**src/debugPort_params.svh**
```systemverilog
`ifndef DEBUG_PORT_PARAMS_SVH
`define DEBUG_PORT_PARAMS_SVH

// CPU word width
`define DEBUG_DATA_W 16

// Host bus is byte wide
`define DEBUG_HOST_W 8

// Addresses count bytes, the core moves by words
`define DEBUG_ADDR_STEP 2

`endif

```
**src/debugCpuPkg.sv**
```systemverilog
package debugCpuPkg;

	// Register file select
	typedef enum logic [3:0] {
		r0, r1, r2, r3,
		r4, r5, r6, r7,
		r8, r9, r10, r11,
		r12, r13, r14, r15
	} regSelE;

	// Next-PC choice
	typedef enum logic [1:0] {
		pcNextNext   = 2'd0,
		pcNextBranch = 2'd1,
		pcNextJump   = 2'd2,
		pcNextRet    = 2'd3
	} pcNextE;

	// Condition code choice
	typedef enum logic [1:0] {
		ccRun   = 2'd0,
		ccKeep  = 2'd1,
		ccLoad  = 2'd2,
		ccClear = 2'd3
	} ccRegE;

	// Request FSM states
	typedef enum logic [1:0] {
		stRun     = 2'd0,
		stIdle    = 2'd1,
		stRequest = 2'd2,
		stWaitAck = 2'd3
	} fsmStateE;

endpackage

```
**src/debugHostPkg.sv**
```systemverilog
package debugHostPkg;

	// Host register map
	typedef enum logic [2:0] {
		regStop    = 3'd0,
		regMah     = 3'd1,
		regMal     = 3'd2,
		regMdh     = 3'd3,
		regMdl     = 3'd4,
		regOpx     = 3'd5,
		regSourcex = 3'd6,
		regDatax   = 3'd7
	} hostRegE;

	// Debug operations handed to the core
	typedef enum logic [2:0] {
		opNone  = 3'd0,
		opRdReg = 3'd1,
		opWrReg = 3'd2,
		opRdMem = 3'd3,
		opWrMem = 3'd4
	} debugOpE;

	// Capture source for the memory data register
	typedef enum logic [1:0] {
		srcDin    = 2'd0,
		srcRegA   = 2'd1,
		srcCc     = 2'd2,
		srcPcNext = 2'd3
	} dataSrcE;

endpackage

```
**src/debugCtrlIf.sv**
```systemverilog
`timescale 1ns/10ps

interface debugCtrlIf;
	import debugHostPkg::*;

	// Strobes from the host registers
	logic    stopWrite;
	logic    stopValue;
	logic    opWrite;
	debugOpE opcode;

	// Status back from the FSM
	logic    busy;
	logic    stopped;

	modport regs (
		output stopWrite,
		output stopValue,
		output opWrite,
		output opcode,
		input  busy,
		input  stopped
	);

	modport fsm (
		input  stopWrite,
		input  stopValue,
		input  opWrite,
		input  opcode,
		output busy,
		output stopped
	);

endinterface

```
**src/debugAddrCounter.sv**
```systemverilog
`timescale 1ns/10ps
`include "debugPort_params.svh"

module debugAddrCounter (
	input  logic                      CLK,
	input  logic                      rst,
	input  logic                      addrLdX,
	input  logic                      addrIncX,
	input  logic [`DEBUG_DATA_W-1:0]  loadAddr,
	output logic [`DEBUG_DATA_W-1:0]  memAddr
);

	localparam logic [`DEBUG_DATA_W-1:0] addrStep = `DEBUG_ADDR_STEP;

	// Load wins over increment
	always_ff @(posedge CLK) begin
		if (rst) begin
			memAddr <= '0;
		end else if (addrLdX) begin
			memAddr <= loadAddr;
		end else if (addrIncX) begin
			memAddr <= memAddr + addrStep;
		end
	end

endmodule

```
**src/debugHostRegs.sv**
```systemverilog
`timescale 1ns/10ps
`include "debugPort_params.svh"

module debugHostRegs (
	input  logic                       CLK,
	input  logic                       rst,
	input  logic [2:0]                 hostAddr,
	input  logic [`DEBUG_HOST_W-1:0]   hostDin,
	output logic [`DEBUG_HOST_W-1:0]   hostDout,
	input  logic                       hostRd,
	input  logic                       hostWr,
	debugCtrlIf.regs                   ctrl,
	input  logic [`DEBUG_DATA_W-1:0]   dinDin,
	input  logic [`DEBUG_DATA_W-1:0]   regAData,
	input  logic [`DEBUG_DATA_W-1:0]   ccData,
	input  logic [`DEBUG_DATA_W-1:0]   pcANext,
	input  logic                       doutLdX,
	output debugCpuPkg::regSelE        regX,
	output debugCpuPkg::pcNextE        pcNextX,
	output debugCpuPkg::ccRegE         ccRegX,
	output logic [`DEBUG_DATA_W-1:0]   memDataOut,
	output logic [`DEBUG_DATA_W-1:0]   loadAddr
);
	import debugHostPkg::*;
	import debugCpuPkg::*;

	logic                     hostWrQ;
	logic                     hostWrQ2;
	logic                     wrStrobe;
	hostRegE                  wrAddr;
	logic [`DEBUG_HOST_W-1:0] wrData;
	logic [`DEBUG_HOST_W-1:0] mah;
	logic [`DEBUG_HOST_W-1:0] mal;
	logic [`DEBUG_HOST_W-1:0] sourceX;
	dataSrcE                  dataX;
	debugOpE                  opReg;
	debugOpE                  opSel;
	logic [`DEBUG_DATA_W-1:0] memData;
	logic [`DEBUG_DATA_W-1:0] capData;
	logic [`DEBUG_HOST_W-1:0] readData;

	// Sample the write strobe, then register one pulse per rising edge
	always_ff @(posedge CLK) begin
		if (rst) begin
			hostWrQ  <= 1'b0;
			hostWrQ2 <= 1'b0;
			wrStrobe <= 1'b0;
		end else begin
			hostWrQ  <= hostWr;
			hostWrQ2 <= hostWrQ;
			wrStrobe <= hostWrQ & ~hostWrQ2;
		end
	end

	always_ff @(posedge CLK) begin
		wrAddr <= hostRegE'(hostAddr);
		wrData <= hostDin;
	end

	// Unknown opcodes are treated as no operation
	always_comb begin
		if (wrData[2:0] > opWrMem) begin
			opSel = opNone;
		end else begin
			opSel = debugOpE'(wrData[2:0]);
		end
	end

	assign ctrl.stopWrite = wrStrobe && (wrAddr == regStop);
	assign ctrl.stopValue = wrData[0];
	assign ctrl.opWrite   = wrStrobe && (wrAddr == regOpx);
	assign ctrl.opcode    = opSel;

	always_ff @(posedge CLK) begin
		if (wrStrobe && wrAddr == regMah) begin
			mah <= wrData;
		end
		if (wrStrobe && wrAddr == regMal) begin
			mal <= wrData;
		end
	end

	always_ff @(posedge CLK) begin
		if (rst) begin
			sourceX <= '0;
			dataX   <= srcDin;
			opReg   <= opNone;
		end else if (wrStrobe) begin
			case (wrAddr)
				regSourcex: sourceX <= wrData;
				regDatax:   dataX   <= dataSrcE'(wrData[1:0]);
				regOpx:     opReg   <= opSel;
				default:    ;
			endcase
		end
	end

	always_comb begin
		case (dataX)
			srcDin:    capData = dinDin;
			srcRegA:   capData = regAData;
			srcCc:     capData = ccData;
			default:   capData = pcANext;
		endcase
	end

	// Core load has priority over host byte writes
	always_ff @(posedge CLK) begin
		if (rst) begin
			memData <= '0;
		end else if (doutLdX) begin
			memData <= capData;
		end else if (wrStrobe && wrAddr == regMdh) begin
			memData[`DEBUG_DATA_W-1:`DEBUG_HOST_W] <= wrData;
		end else if (wrStrobe && wrAddr == regMdl) begin
			memData[`DEBUG_HOST_W-1:0] <= wrData;
		end
	end

	always_comb begin
		readData = '0;
		case (hostRegE'(hostAddr))
			regStop: begin
				readData[1] = ctrl.busy;
				readData[0] = ctrl.stopped;
			end
			regMah:     readData = mah;
			regMal:     readData = mal;
			regMdh:     readData = memData[`DEBUG_DATA_W-1:`DEBUG_HOST_W];
			regMdl:     readData = memData[`DEBUG_HOST_W-1:0];
			regOpx:     readData[2:0] = opReg;
			regSourcex: readData = sourceX;
			default:    readData[1:0] = dataX;
		endcase
	end

	// Read data holds while hostRd is low
	always_ff @(posedge CLK) begin
		if (rst) begin
			hostDout <= '0;
		end else if (hostRd) begin
			hostDout <= readData;
		end
	end

	assign regX       = regSelE'(sourceX[7:4]);
	assign pcNextX    = pcNextE'(sourceX[3:2]);
	assign ccRegX     = ccRegE'(sourceX[1:0]);
	assign memDataOut = memData;
	assign loadAddr   = {mah, mal};

endmodule

```
**src/debugPort.sv**
```systemverilog
`timescale 1ns/10ps
`include "debugPort_params.svh"

module debugPort (
	input  logic                      CLK,
	input  logic                      rst,
	input  logic [2:0]                hostAddr,
	input  logic [`DEBUG_HOST_W-1:0]  hostDin,
	output logic [`DEBUG_HOST_W-1:0]  hostDout,
	input  logic                      hostRd,
	input  logic                      hostWr,
	input  logic                      addrLdX,
	input  logic                      addrIncX,
	output logic                      stopX,
	output logic                      reqX,
	input  logic                      ackX,
	output debugHostPkg::debugOpE     opX,
	output debugCpuPkg::regSelE       regX,
	output debugCpuPkg::pcNextE       pcNextX,
	output debugCpuPkg::ccRegE        ccRegX,
	output logic [`DEBUG_DATA_W-1:0]  memAddr,
	output logic [`DEBUG_DATA_W-1:0]  memDataOut,
	input  logic [`DEBUG_DATA_W-1:0]  dinDin,
	input  logic [`DEBUG_DATA_W-1:0]  regAData,
	input  logic [`DEBUG_DATA_W-1:0]  ccData,
	input  logic [`DEBUG_DATA_W-1:0]  pcANext,
	input  logic                      doutLdX
);

	logic [`DEBUG_DATA_W-1:0] loadAddr;

	debugCtrlIf ctrl ();

	debugHostRegs u_regs (
		.CLK        (CLK),
		.rst        (rst),
		.hostAddr   (hostAddr),
		.hostDin    (hostDin),
		.hostDout   (hostDout),
		.hostRd     (hostRd),
		.hostWr     (hostWr),
		.ctrl       (ctrl.regs),
		.dinDin     (dinDin),
		.regAData   (regAData),
		.ccData     (ccData),
		.pcANext    (pcANext),
		.doutLdX    (doutLdX),
		.regX       (regX),
		.pcNextX    (pcNextX),
		.ccRegX     (ccRegX),
		.memDataOut (memDataOut),
		.loadAddr   (loadAddr)
	);

	debugReqFsm u_fsm (
		.CLK   (CLK),
		.rst   (rst),
		.ctrl  (ctrl.fsm),
		.ackX  (ackX),
		.stopX (stopX),
		.reqX  (reqX),
		.opX   (opX)
	);

	debugAddrCounter u_addrCnt (
		.CLK      (CLK),
		.rst      (rst),
		.addrLdX  (addrLdX),
		.addrIncX (addrIncX),
		.loadAddr (loadAddr),
		.memAddr  (memAddr)
	);

endmodule

```
**src/debugReqFsm.sv**
```systemverilog
`timescale 1ns/10ps

module debugReqFsm (
	input  logic                   CLK,
	input  logic                   rst,
	debugCtrlIf.fsm                ctrl,
	input  logic                   ackX,
	output logic                   stopX,
	output logic                   reqX,
	output debugHostPkg::debugOpE  opX
);
	import debugHostPkg::*;
	import debugCpuPkg::*;

	fsmStateE state;
	debugOpE  opLatch;

	always_ff @(posedge CLK) begin
		if (rst) begin
			state   <= stRun;
			reqX    <= 1'b0;
			opLatch <= opNone;
		end else begin
			case (state)
				stRun: begin
					// Op writes are dropped while the core runs
					if (ctrl.stopWrite && ctrl.stopValue) begin
						state <= stIdle;
					end
				end
				stIdle: begin
					if (ctrl.opWrite && ctrl.opcode != opNone) begin
						state   <= stRequest;
						opLatch <= ctrl.opcode;
					end else if (ctrl.stopWrite && !ctrl.stopValue) begin
						state <= stRun;
					end
				end
				stRequest: begin
					reqX  <= 1'b1;
					state <= stWaitAck;
				end
				stWaitAck: begin
					// No limit on how long the core takes
					if (ackX) begin
						reqX  <= 1'b0;
						state <= stIdle;
					end
				end
				default: begin
					reqX  <= 1'b0;
					state <= stRun;
				end
			endcase
		end
	end

	assign stopX = (state != stRun);

	// Opcode only shown while the request is up
	assign opX = reqX ? opLatch : opNone;

	assign ctrl.busy    = (state == stRequest) || (state == stWaitAck);
	assign ctrl.stopped = stopX;

endmodule

```
**config.mk**
```make
export PLATFORM = sky130hd
export DESIGN_NAME = debugPort
export DESIGN_NICKNAME = d
export VERILOG_FILES = /design/src/debugCpuPkg.sv /design/src/debugHostPkg.sv /design/src/debugCtrlIf.sv /design/src/debugAddrCounter.sv /design/src/debugHostRegs.sv /design/src/debugPort.sv /design/src/debugReqFsm.sv
export VERILOG_INCLUDE_DIRS = /design/src /design/src/src
export SDC_FILE = /design/constraint.sdc
export NUM_CORES = 1
export LEC_CHECK = 0
export ABC_AREA = 1
export BUFFER_PORTS_ARGS = -buffer_cell sky130_fd_sc_hd__buf_4
export CORE_ASPECT_RATIO = 0.75
export CORE_MARGIN = 2
export CORE_UTILIZATION = 29
export DETAILED_ROUTE_END_ITERATION = 16
export HOLD_SLACK_MARGIN = 0.08
export SETUP_SLACK_MARGIN = 0.15
export SYNTH_ARGS = -nofsm -noshare
export SYNTH_HDL_FRONTEND = slang
export SYNTH_SLANG_ARGS = --single-unit
```
**constraint.sdc**
```tcl
create_clock -name CLK -period 3.87 [get_ports CLK]
set_input_delay 0.5805 -clock CLK [delete_from_list [all_inputs] [get_ports CLK]]
set_output_delay 0.5805 -clock CLK [all_outputs]
set_load 0.02 [all_outputs]
```
After elaboration in Yosys (flattened, before gate mapping)
Cells that the tools add are included.
- bits in registers: 89
- input bits: 83
- output and inout port bits: 53
- word-level logic and storage cells: 90
- add/subtract/negate cells: 1
- order comparisons: 1
- equal/unequal tests: 22
- multiplexer cells: 19
- bitwise logic cells: 2
- reductions and logical operators: 28
- operators with widths (cell ; number):
    $mux W16 ; 3
    $pmux W16 S3 ; 1
    $pmux W5 S5 ; 1
    $mux W8 ; 3
    $eq A3 B3 Y1 const B ; 7
    $add A16 B2 Y16 const B ; 1
    $pmux W2 S7 ; 1
    $eq A3 B2 Y1 const B ; 4
    $reduce_and A2 Y1 ; 6
    $reduce_bool A2 Y1 ; 5
    $logic_and A1 B1 Y1 ; 9
    $mux W2 ; 4
    $pmux W2 S4 ; 1
    $eq A2 B2 Y1 const B ; 3
    $eq A3 B1 Y1 const B ; 2
    $logic_not A3 Y1 ; 2
    $mux W3 ; 2
    $pmux W1 S6 ; 1
    $eq A2 B1 Y1 const B ; 2
    $logic_not A2 Y1 ; 2
    $ne A2 B2 Y1 const B ; 2
    $gt A3 B3 Y1 const B ; 1
    $ne A3 B1 Y1 const B ; 1
    $reduce_and A3 Y1 ; 1
    other kinds (8) ; 8

Longest topological paths before layout
Gate-level depths: netlist of the first run.
- word-level depth: 6
- depth in mapped cells: 10

Cells and area by module
Synthesis of the first run repeated with hierarchy kept, for this count alone.
- cell total of the unflattened synthesis: 632
- area total of the unflattened synthesis: 4558.1 sq um
- modules (own cells, without submodules) (module ; instances ; cells an instance ; area each (sq um) ; seq. area each (sq um)):
    debugHostRegs ; 1 ; 431 ; 3166.8 ; 1501.4
    debugAddrCounter ; 1 ; 139 ; 989.7 ; 320.3
    debugReqFsm ; 1 ; 62 ; 401.6 ; 120.1

Worst setup path after synthesis of the first run
Ideal clock, no wire load.
- path kind: reg-to-reg
- from: register u_addrCnt.memAddr[1]
- to: register u_addrCnt.memAddr[11]
- arrival time: 1.365 ns
- required time: 3.738 ns
- slack: 2.373 ns
- stages on the path, launching flop included: 9
- period minus slack after synthesis: 1.497 ns
- cells stage by stage: dfxtp_1 > ha_1 > nand3_1 > nor2_2 > inv_1 > nor2_1 > nand2_1 > nand3_1 > a21oi_1
- cells in the longest elaborated chain, start to end: 3
- ends and longest elaborated chain (element ; RTL line ; RTL):
    start, declared ; debugAddrCounter.sv:10 ; output logic [`DEBUG_DATA_W-1:0] memAddr
    start signal, assigned ; debugAddrCounter.sv:20 ; memAddr <= loadAddr;
    start signal, assigned ; debugAddrCounter.sv:22 ; memAddr <= memAddr + addrStep;
    $add A16 B2 Y16 ; debugAddrCounter.sv:22 ;
    $mux W16 ; debugAddrCounter.sv:21 ; end else if (addrIncX) begin
    $mux W16 ; debugAddrCounter.sv:19 ; end else if (addrLdX) begin
No other way between the ends. The select of a mux whose other input is x is not followed.
A chain may end at the register's enable or synchronous reset.

Final worst setup path of the first run
- from: register u_regs.wrStrobe
- to: register u_regs.memData[11], in the netlist u_regs.memDataOut[11]
- cells in the longest elaborated chain, start to end: 2
- ends and longest elaborated chain (element ; RTL line ; RTL):
    start, declared ; debugHostRegs.sv:29 ; logic wrStrobe;
    start signal, assigned ; debugHostRegs.sv:51 ; wrStrobe <= hostWrQ & ~hostWrQ2;
    $logic_and A1 B1 Y1 ; debugHostRegs.sv:113 ; end else if (wrStrobe && wrAddr == regMdh) begin
    $reduce_bool A2 Y1 (no source line) ; - ;
    end signal, assigned ; debugHostRegs.sv:112 ; memData <= capData;
    end signal, assigned by index ; debugHostRegs.sv:114 ; memData[`DEBUG_DATA_W-1:`DEBUG_HOST_W] <= wrData;
    end signal, assigned by index ; debugHostRegs.sv:116 ; memData[`DEBUG_HOST_W-1:0] <= wrData;
    end, declared ; debugHostRegs.sv:38 ; logic [`DEBUG_DATA_W-1:0] memData;
No other way between the ends.

==> flow_metrics.tcl, run 1 <==
set metrics [dict create \
    worst_slew_pin_slew_ns 1.09 \
    cp.arrival_ns 2.49 \
    synth_most_common_cell "nand2_1" \
    cp_common_cell "inv_1" \
    die_y_um 111 \
    drtIter0Drc 387 \
    crit_path_max_incr_delay_ns 0.85 \
    dieArea_um2 16300 \
    place_inst 932 \
    clock_sinks 89 \
    drt_pass1_iterations 5 \
    syn_area_um2 4430 \
    setup_violations 0 \
    ys_seq_area_share_pct 43.8 \
    grt.total_usage_pct 17.1 \
    ctsRootBufferMaster "clkbuf_16" \
    synth.distinct_cells 32 \
    drive_gt1_share_pct 22.4 \
    vias_per_cell 4.73 \
    synth_nets 703 \
    final_antenna_net_count 0 \
    yosys.area.top_type "dfxtp_1" \
    finalCriticalPeriod_ns 2.26 \
    reg2reg_slack_ns 1.61 \
    cts_buffer_depth 2 \
    drc 0 \
    grt_max_degree 41 \
    p_leak_nw 2.58 \
    post_cts_buffers 0 \
    synth_area_leaders "dfxtp_1 33%, nand2_1 14%, edfxtp_1 11%" \
    cts_buffers 9 \
    status "completed" \
    ys_ff_latch 89 \
    ioPinCount 136 \
    startpoint_type "register" \
    htree_levels 3 \
    crit_slowest_cell "o21ai_0" \
    detailed_place_hpwl_um 10600 \
    hold_buffers 0 \
    fin_tns_setup_ns 0 \
    design_power_total_mw 2.41 \
    synthTopCellsByCount "162 x nand2_1, 73 x dfxtp_1, 63 x inv_1, 59 x nor2_1, 50 x o21ai_0" \
    hold_path.class "input pin to register" \
    wirelength_um 14000 \
    fin_worst_skew_ns 0.00645 \
    fin_nets 826 \
    antenna_found_initial 0 \
    synth_ff_type "dfxtp_1" \
    die_w_um 147 \
    crit_type "register to register" \
    cts_tree "yes" \
    synth_edf_count 16 \
    slew_viol_final 0 \
    worstReg2RegEnd "u_regs.memDataOut[11]$_SDFFE_PP0P_" \
    cts.clk_slew.worst_paths_ns 0.06 \
    endpoint "u_regs.memDataOut[11]$_SDFFE_PP0P_" \
    peakVddDrop_uv 207 \
    placementRows 39 \
    endpoint_kind "register" \
    cp_cell_sequence "inv_1 -> nor2_2 -> inv_1 -> o21ai_0 -> inv_1 -> nor2_1 -> a21oi_1" \
    power.density_nw_per_um2 411 \
    ys_warn_count 0 \
    finalHoldViolCount 0 \
    grt_pass1_vias 4240 \
    period_share_pct 58.4 \
    slew_headroom_pct 26.2 \
    rsz0062_at_grt "no" \
    cts_resized 0 \
    gp_congestion 0.837 \
    num_antenna_cells 0 \
    reg2reg_depth 7 \
    fmax_mhz 442 \
    wl_per_cell_um 14.8 \
    cp-startpoint "u_regs.wrStrobe$_SDFF_PP0_" \
    core-area_um2 15100 \
    critical_path.reg2reg.startpoint "u_regs.wrStrobe$_SDFF_PP0_" \
    netlist.area_leader.share_pct 33.0 \
    clkLatencyLatePin_ns 0.35 \
    syn_area_per_cell_um2 7.20 \
    portBuffers 135 \
    max-cap-violations 0 \
    synth_cells 615 \
    grt_pass1_wl_um 22100 \
    routed-via-count 4484 \
    synthArstFlopShare_pct 0 \
    area_delta_synth_final_pct 32.6 \
    fin_util_pct 39.0 \
    critPathMaxFanout 11 \
    required_ns 4.10 \
    initial_core_util_pct 29.4 \
    grt-ovfl-total 0 \
    finalNonFillerCells 947 \
]
==> sequential cells by signal, indices dropped and copies added, names as in the netlist, 3 cells and up <==
register / cells
u_addrCnt.memAddr: 16
u_fsm.opLatch: 3
u_regs.hostDout: 8
u_regs.mah: 8
u_regs.mal: 8
u_regs.memDataOut: 16
u_regs.opReg: 3
u_regs.sourceX: 8
u_regs.wrAddr: 3
u_regs.wrData: 8
==> cell families after synthesis <==
family	count (synthesis)	synth area share, %
compound gates	120	14.9
xor+xnor	5	0.989
fa+ha+maj	5	1.41
buf+inv	91	9.26
flops	89	43.8
simple gates	305	29.6
==> how the worst min path moves through the flow <==
| stage | from | endpoint | slack (ns) | cells after the start |
|---|---|---|---|---|
| final | hostDin[4] | u_regs.wrData[4]$_DFF_P_ | 0.33 | 1 |
| after detailed placement | u_regs.hostWrQ2$_SDFF_PP0_ | u_regs.wrStrobe$_SDFF_PP0_ | 0.39 | 1 |
| after CTS | hostDin[4] | u_regs.wrData[4]$_DFF_P_ | 0.32 | 1 |
| after global routing | hostDin[0] | u_regs.wrData[0]$_DFF_P_ | 0.32 | 1 |
| after floorplan | u_regs.hostWrQ2$_SDFF_PP0_ | u_regs.wrStrobe$_SDFF_PP0_ | 0.37 | 1 |
| after global placement | u_regs.hostWrQ2$_SDFF_PP0_ | u_regs.wrStrobe$_SDFF_PP0_ | 0.38 | 1 |
==> routing by layer <==
metal  vias up  share of wire, %  global-route usage (%)
li1       2280                 -                       -
met1      2068                50                    24.9
met2       122                43                    25.7
met3        14               5.5                    4.28
met4         0               1.2                    3.82
met5         -                 0                       0
==> cell type report <==
class | instances | area [µm²]
Clock buffer | 13 | 314
Clock inverter | 2 | 13.8
Fill cell | 1596 | 9210
Inverter | 68 | 255
Multi-Input combinational cell | 435 | 2080
Sequential cell | 89 | 1940
Tap cell | 205 | 256
Timing Repair Buffer | 135 | 1010
==> cell usage in the layout, fill, tap and decap left out, drive strengths merged <==
| cell type | Yosys | layout |
|---|---|---|
| o22ai | 1 | 1 |
| and2 | 1 | 1 |
| xnor2 | 2 | 2 |
| edfxtp | 16 | 16 |
| a31oi | 4 | 4 |
| clkbuf | 12 | 13 |
| nand3 | 44 | 44 |
| xor2 | 3 | 3 |
| inv | 67 | 67 |
| ha | 5 | 5 |
| nor2 | 65 | 65 |
| nor3 | 3 | 3 |
| o21bai | 1 | 1 |
| a22oi | 10 | 10 |
| clkinv | 1 | 3 |
| nand2 | 162 | 162 |
| o21ai | 50 | 50 |
| nand3b | 1 | 1 |
| buf | 10 | 135 |
| nand4 | 29 | 29 |
| dfxtp | 73 | 73 |
| o31ai | 1 | 1 |
| a21oi | 53 | 53 |
==> through the flow <==
| stage | instance area (µm²) | hold slack [ns] | setup WS (ns) |
|---|---|---|---|
| after floorplan | 4430 | 0.374 | 2.37 |
| after global placement | 5550 | 0.380 | 1.64 |
| after detailed placement | 5550 | 0.394 | 1.63 |
| after CTS | 5870 | 0.321 | 1.64 |
| after global routing | 5870 | 0.322 | 1.44 |
| final | 5870 | 0.335 | 1.61 |
==> worst max-delay path, delay by kind of cell (launching register included) <==
kind            cells  cell delay, ns
compound gates      2            0.93
buf+inv             3            0.50
flops               1            0.35
simple gates        2            0.37
==> power by group <==
part,internal (mW),switching (mW),leakage [nW]
clock,0.567,0.366,0.163
sequential,0.993,0.0511,0.746
combinational,0.181,0.254,1.67
Note: power is estimated with default switching activity, not from simulation.
==> run 2: changes to the inputs <==
clock period = 2.3 ns   (was 3.87 ns; I/O delays follow)
==> run 2 against run 1 <==
  * Global-route usage rose by 0.33 points
  * Power rose by 65%
  * First-iteration DRC count rose by 6.5%
  * Combinational power rose by 70%
  * Clock power rose by 60%
  * Critical path type unchanged
  * Clock skew rose by 0.0026 ns
  * Maximum frequency rose by 28%
==> flow_metrics.tcl, run 2 (synthesis results as in run 1) <==
set metrics [dict create \
    startpoint_type "register" \
    slew_viol_final 0 \
    fin_nets 831 \
    grt_pass1_wl_um 22600 \
    crit_type "register to register" \
    crit_slowest_cell "o21ai_1" \
    grt_max_degree 25 \
    detailed_place_hpwl_um 10800 \
    rsz0062_at_grt "no" \
    cp_cell_sequence "inv_1 -> nor2_2 -> inv_1 -> o21ai_1 -> inv_1 -> nor2_1 -> a21oi_1" \
    placementRows 39 \
    fin_tns_setup_ns 0 \
    min_to "u_regs.wrData[3]$_DFF_P_" \
    crit_path_max_incr_delay_ns 0.55 \
    portBuffers 135 \
    power.density_nw_per_um2 677 \
    cts_buffers 9 \
    p_leak_nw 2.59 \
    drtIter0Drc 412 \
    fmax_mhz 567 \
    cts.clk_slew.worst_paths_ns 0.07 \
    peakVddDrop_uv 440 \
    cts_buffer_depth 2 \
    finalCriticalPeriod_ns 1.76 \
    die_w_um 147 \
    wl_per_cell_um 14.7 \
    hold_path.class "input pin to register" \
    wirelength_um 14000 \
    period_share_pct 76.7 \
    status "completed" \
    cp_common_cell "inv_1" \
    clkLatencyLatePin_ns 0.34 \
    fin_worst_skew_ns 0.00908 \
    initial_core_util_pct 29.4 \
    core-area_um2 15100 \
    fin_util_pct 39.0 \
    area_delta_synth_final_pct 32.8 \
    critPathMaxFanout 11 \
    min_path_cells 1 \
    endpoint_kind "register" \
    ff_latch_area_um2 1940 \
    worst_slew_pin_slew_ns 0.686 \
    ctsRootBufferMaster "clkbuf_16" \
    critical_path.reg2reg.startpoint "u_regs.wrStrobe$_SDFF_PP0_" \
    reg2reg_depth 7 \
    grt_pass1_vias 4360 \
    finalHoldViolCount 0 \
    drive_gt1_share_pct 22.9 \
    antenna_found_initial 0 \
    clock_sinks 89 \
    fill_cells 1577 \
    ioPinCount 136 \
    max-cap-violations 0 \
    gp_congestion 0.883 \
    post_cts_buffers 0 \
    vias_per_cell 4.72 \
    min-delay-start "hostDin[3]" \
    htree_levels 3 \
    dieArea_um2 16300 \
    final_antenna_net_count 0 \
    cp_top_family "compound AO/OA/AOI/OAI gates" \
    num_antenna_cells 0 \
    required_ns 2.53 \
    drt_pass1_iterations 5 \
    setup_violations 0 \
    cp_num_buf_inv 3 \
    routed-via-count 4494 \
    grt.total_usage_pct 17.5 \
    reg2reg_slack_ns 0.54 \
    drc 0 \
    cp.arrival_ns 1.99 \
    slew_headroom_pct 54.0 \
    most-common-layout-cells "162 x nand2_1, 140 x buf_4, 73 x dfxtp_1" \
    grt-ovfl-total 0 \
    cts_tree "yes" \
    final_common_cell "nand2_1" \
    die_y_um 111 \
    multi_input_area_um2 2080 \
    worstReg2RegEnd "u_regs.memDataOut[8]$_SDFFE_PP0P_" \
]
==> run 2: final cells by class <==
cell class / instances / area share [%]
multi-input combinational: 435 / 35.3
sequential: 89 / 33.0
timing repair buffer: 140 / 17.9
tap: 205 / 4.36
inverter: 68 / 4.34
clock buffer: 9 / 3.83
clock inverter: 7 / 1.30
==> run 2: worst max-delay path by stage <==
stage | from | endpoint | cells after the start
floorplan | u_addrCnt.memAddr[1]$_SDFFE_PP0N_ | u_addrCnt.memAddr[11]$_SDFFE_PP0N_ | 8
global placement | u_regs.wrStrobe$_SDFF_PP0_ | u_regs.memDataOut[10]$_SDFFE_PP0P_ | 7
detailed placement | u_regs.wrStrobe$_SDFF_PP0_ | u_regs.memDataOut[8]$_SDFFE_PP0P_ | 7
CTS | u_regs.wrStrobe$_SDFF_PP0_ | u_regs.memDataOut[8]$_SDFFE_PP0P_ | 7
global route | u_regs.wrStrobe$_SDFF_PP0_ | u_regs.memDataOut[14]$_SDFFE_PP0P_ | 7
finish | u_regs.wrStrobe$_SDFF_PP0_ | u_regs.memDataOut[8]$_SDFFE_PP0P_ | 7
==> run 2: metal layers <==
| metal | global-route usage (%) | vias to the layer above | part of all wire, % |
|---|---|---|---|
| met1 | 25.0 | 2046 | 48 |
| met4 | 4.53 | 0 | 1.4 |
| met3 | 3.95 | 15 | 6.5 |
| met5 | 0 | - | 0 |
| met2 | 26.6 | 141 | 44 |
| li1 | - | 2292 | - |
==> run 2: where the power goes <==
part	total [mW]	leakage [nW]	internal, mW	switching, mW
clock	1.49	0.144	0.852	0.636
combinational	0.738	1.70	0.308	0.430
sequential	1.76	0.746	1.67	0.0873
total	3.98	2.59	2.83	1.15
==> run 2: worst reg2reg max path, cell delays in order (launching register included) <==
cell and delay [ns]:
dfxtp_1 0.34, inv_1 0.05, nor2_2 0.11, inv_1 0.09
o21ai_1 0.55, inv_1 0.28, nor2_1 0.15, a21oi_1 0.08
==> run 2: stage by stage <==
| step | area [µm²] | hold slack [ns] | cells | setup WS, ns | power [mW] |
|---|---|---|---|---|---|
| floorplan | 4430 | 0.373 | 615 | 0.803 | 2.19 |
| global placement | 5580 | 0.382 | 937 | 0.343 | 2.52 |
| detailed placement | 5580 | 0.396 | 937 | 0.229 | 2.53 |
| CTS | 5880 | 0.0899 | 953 | 0.218 | 4.02 |
| global route | 5880 | 0.0854 | 953 | 0.304 | 4.17 |
| finish | 5880 | 0.103 | 953 | 0.535 | 3.98 |
==> run 2: what timing repair did <==
item | in CTS | in global routing
setup endpoints to repair | 0 | 7
resized for setup | 0 | 1
hold buffers | 0 | 0
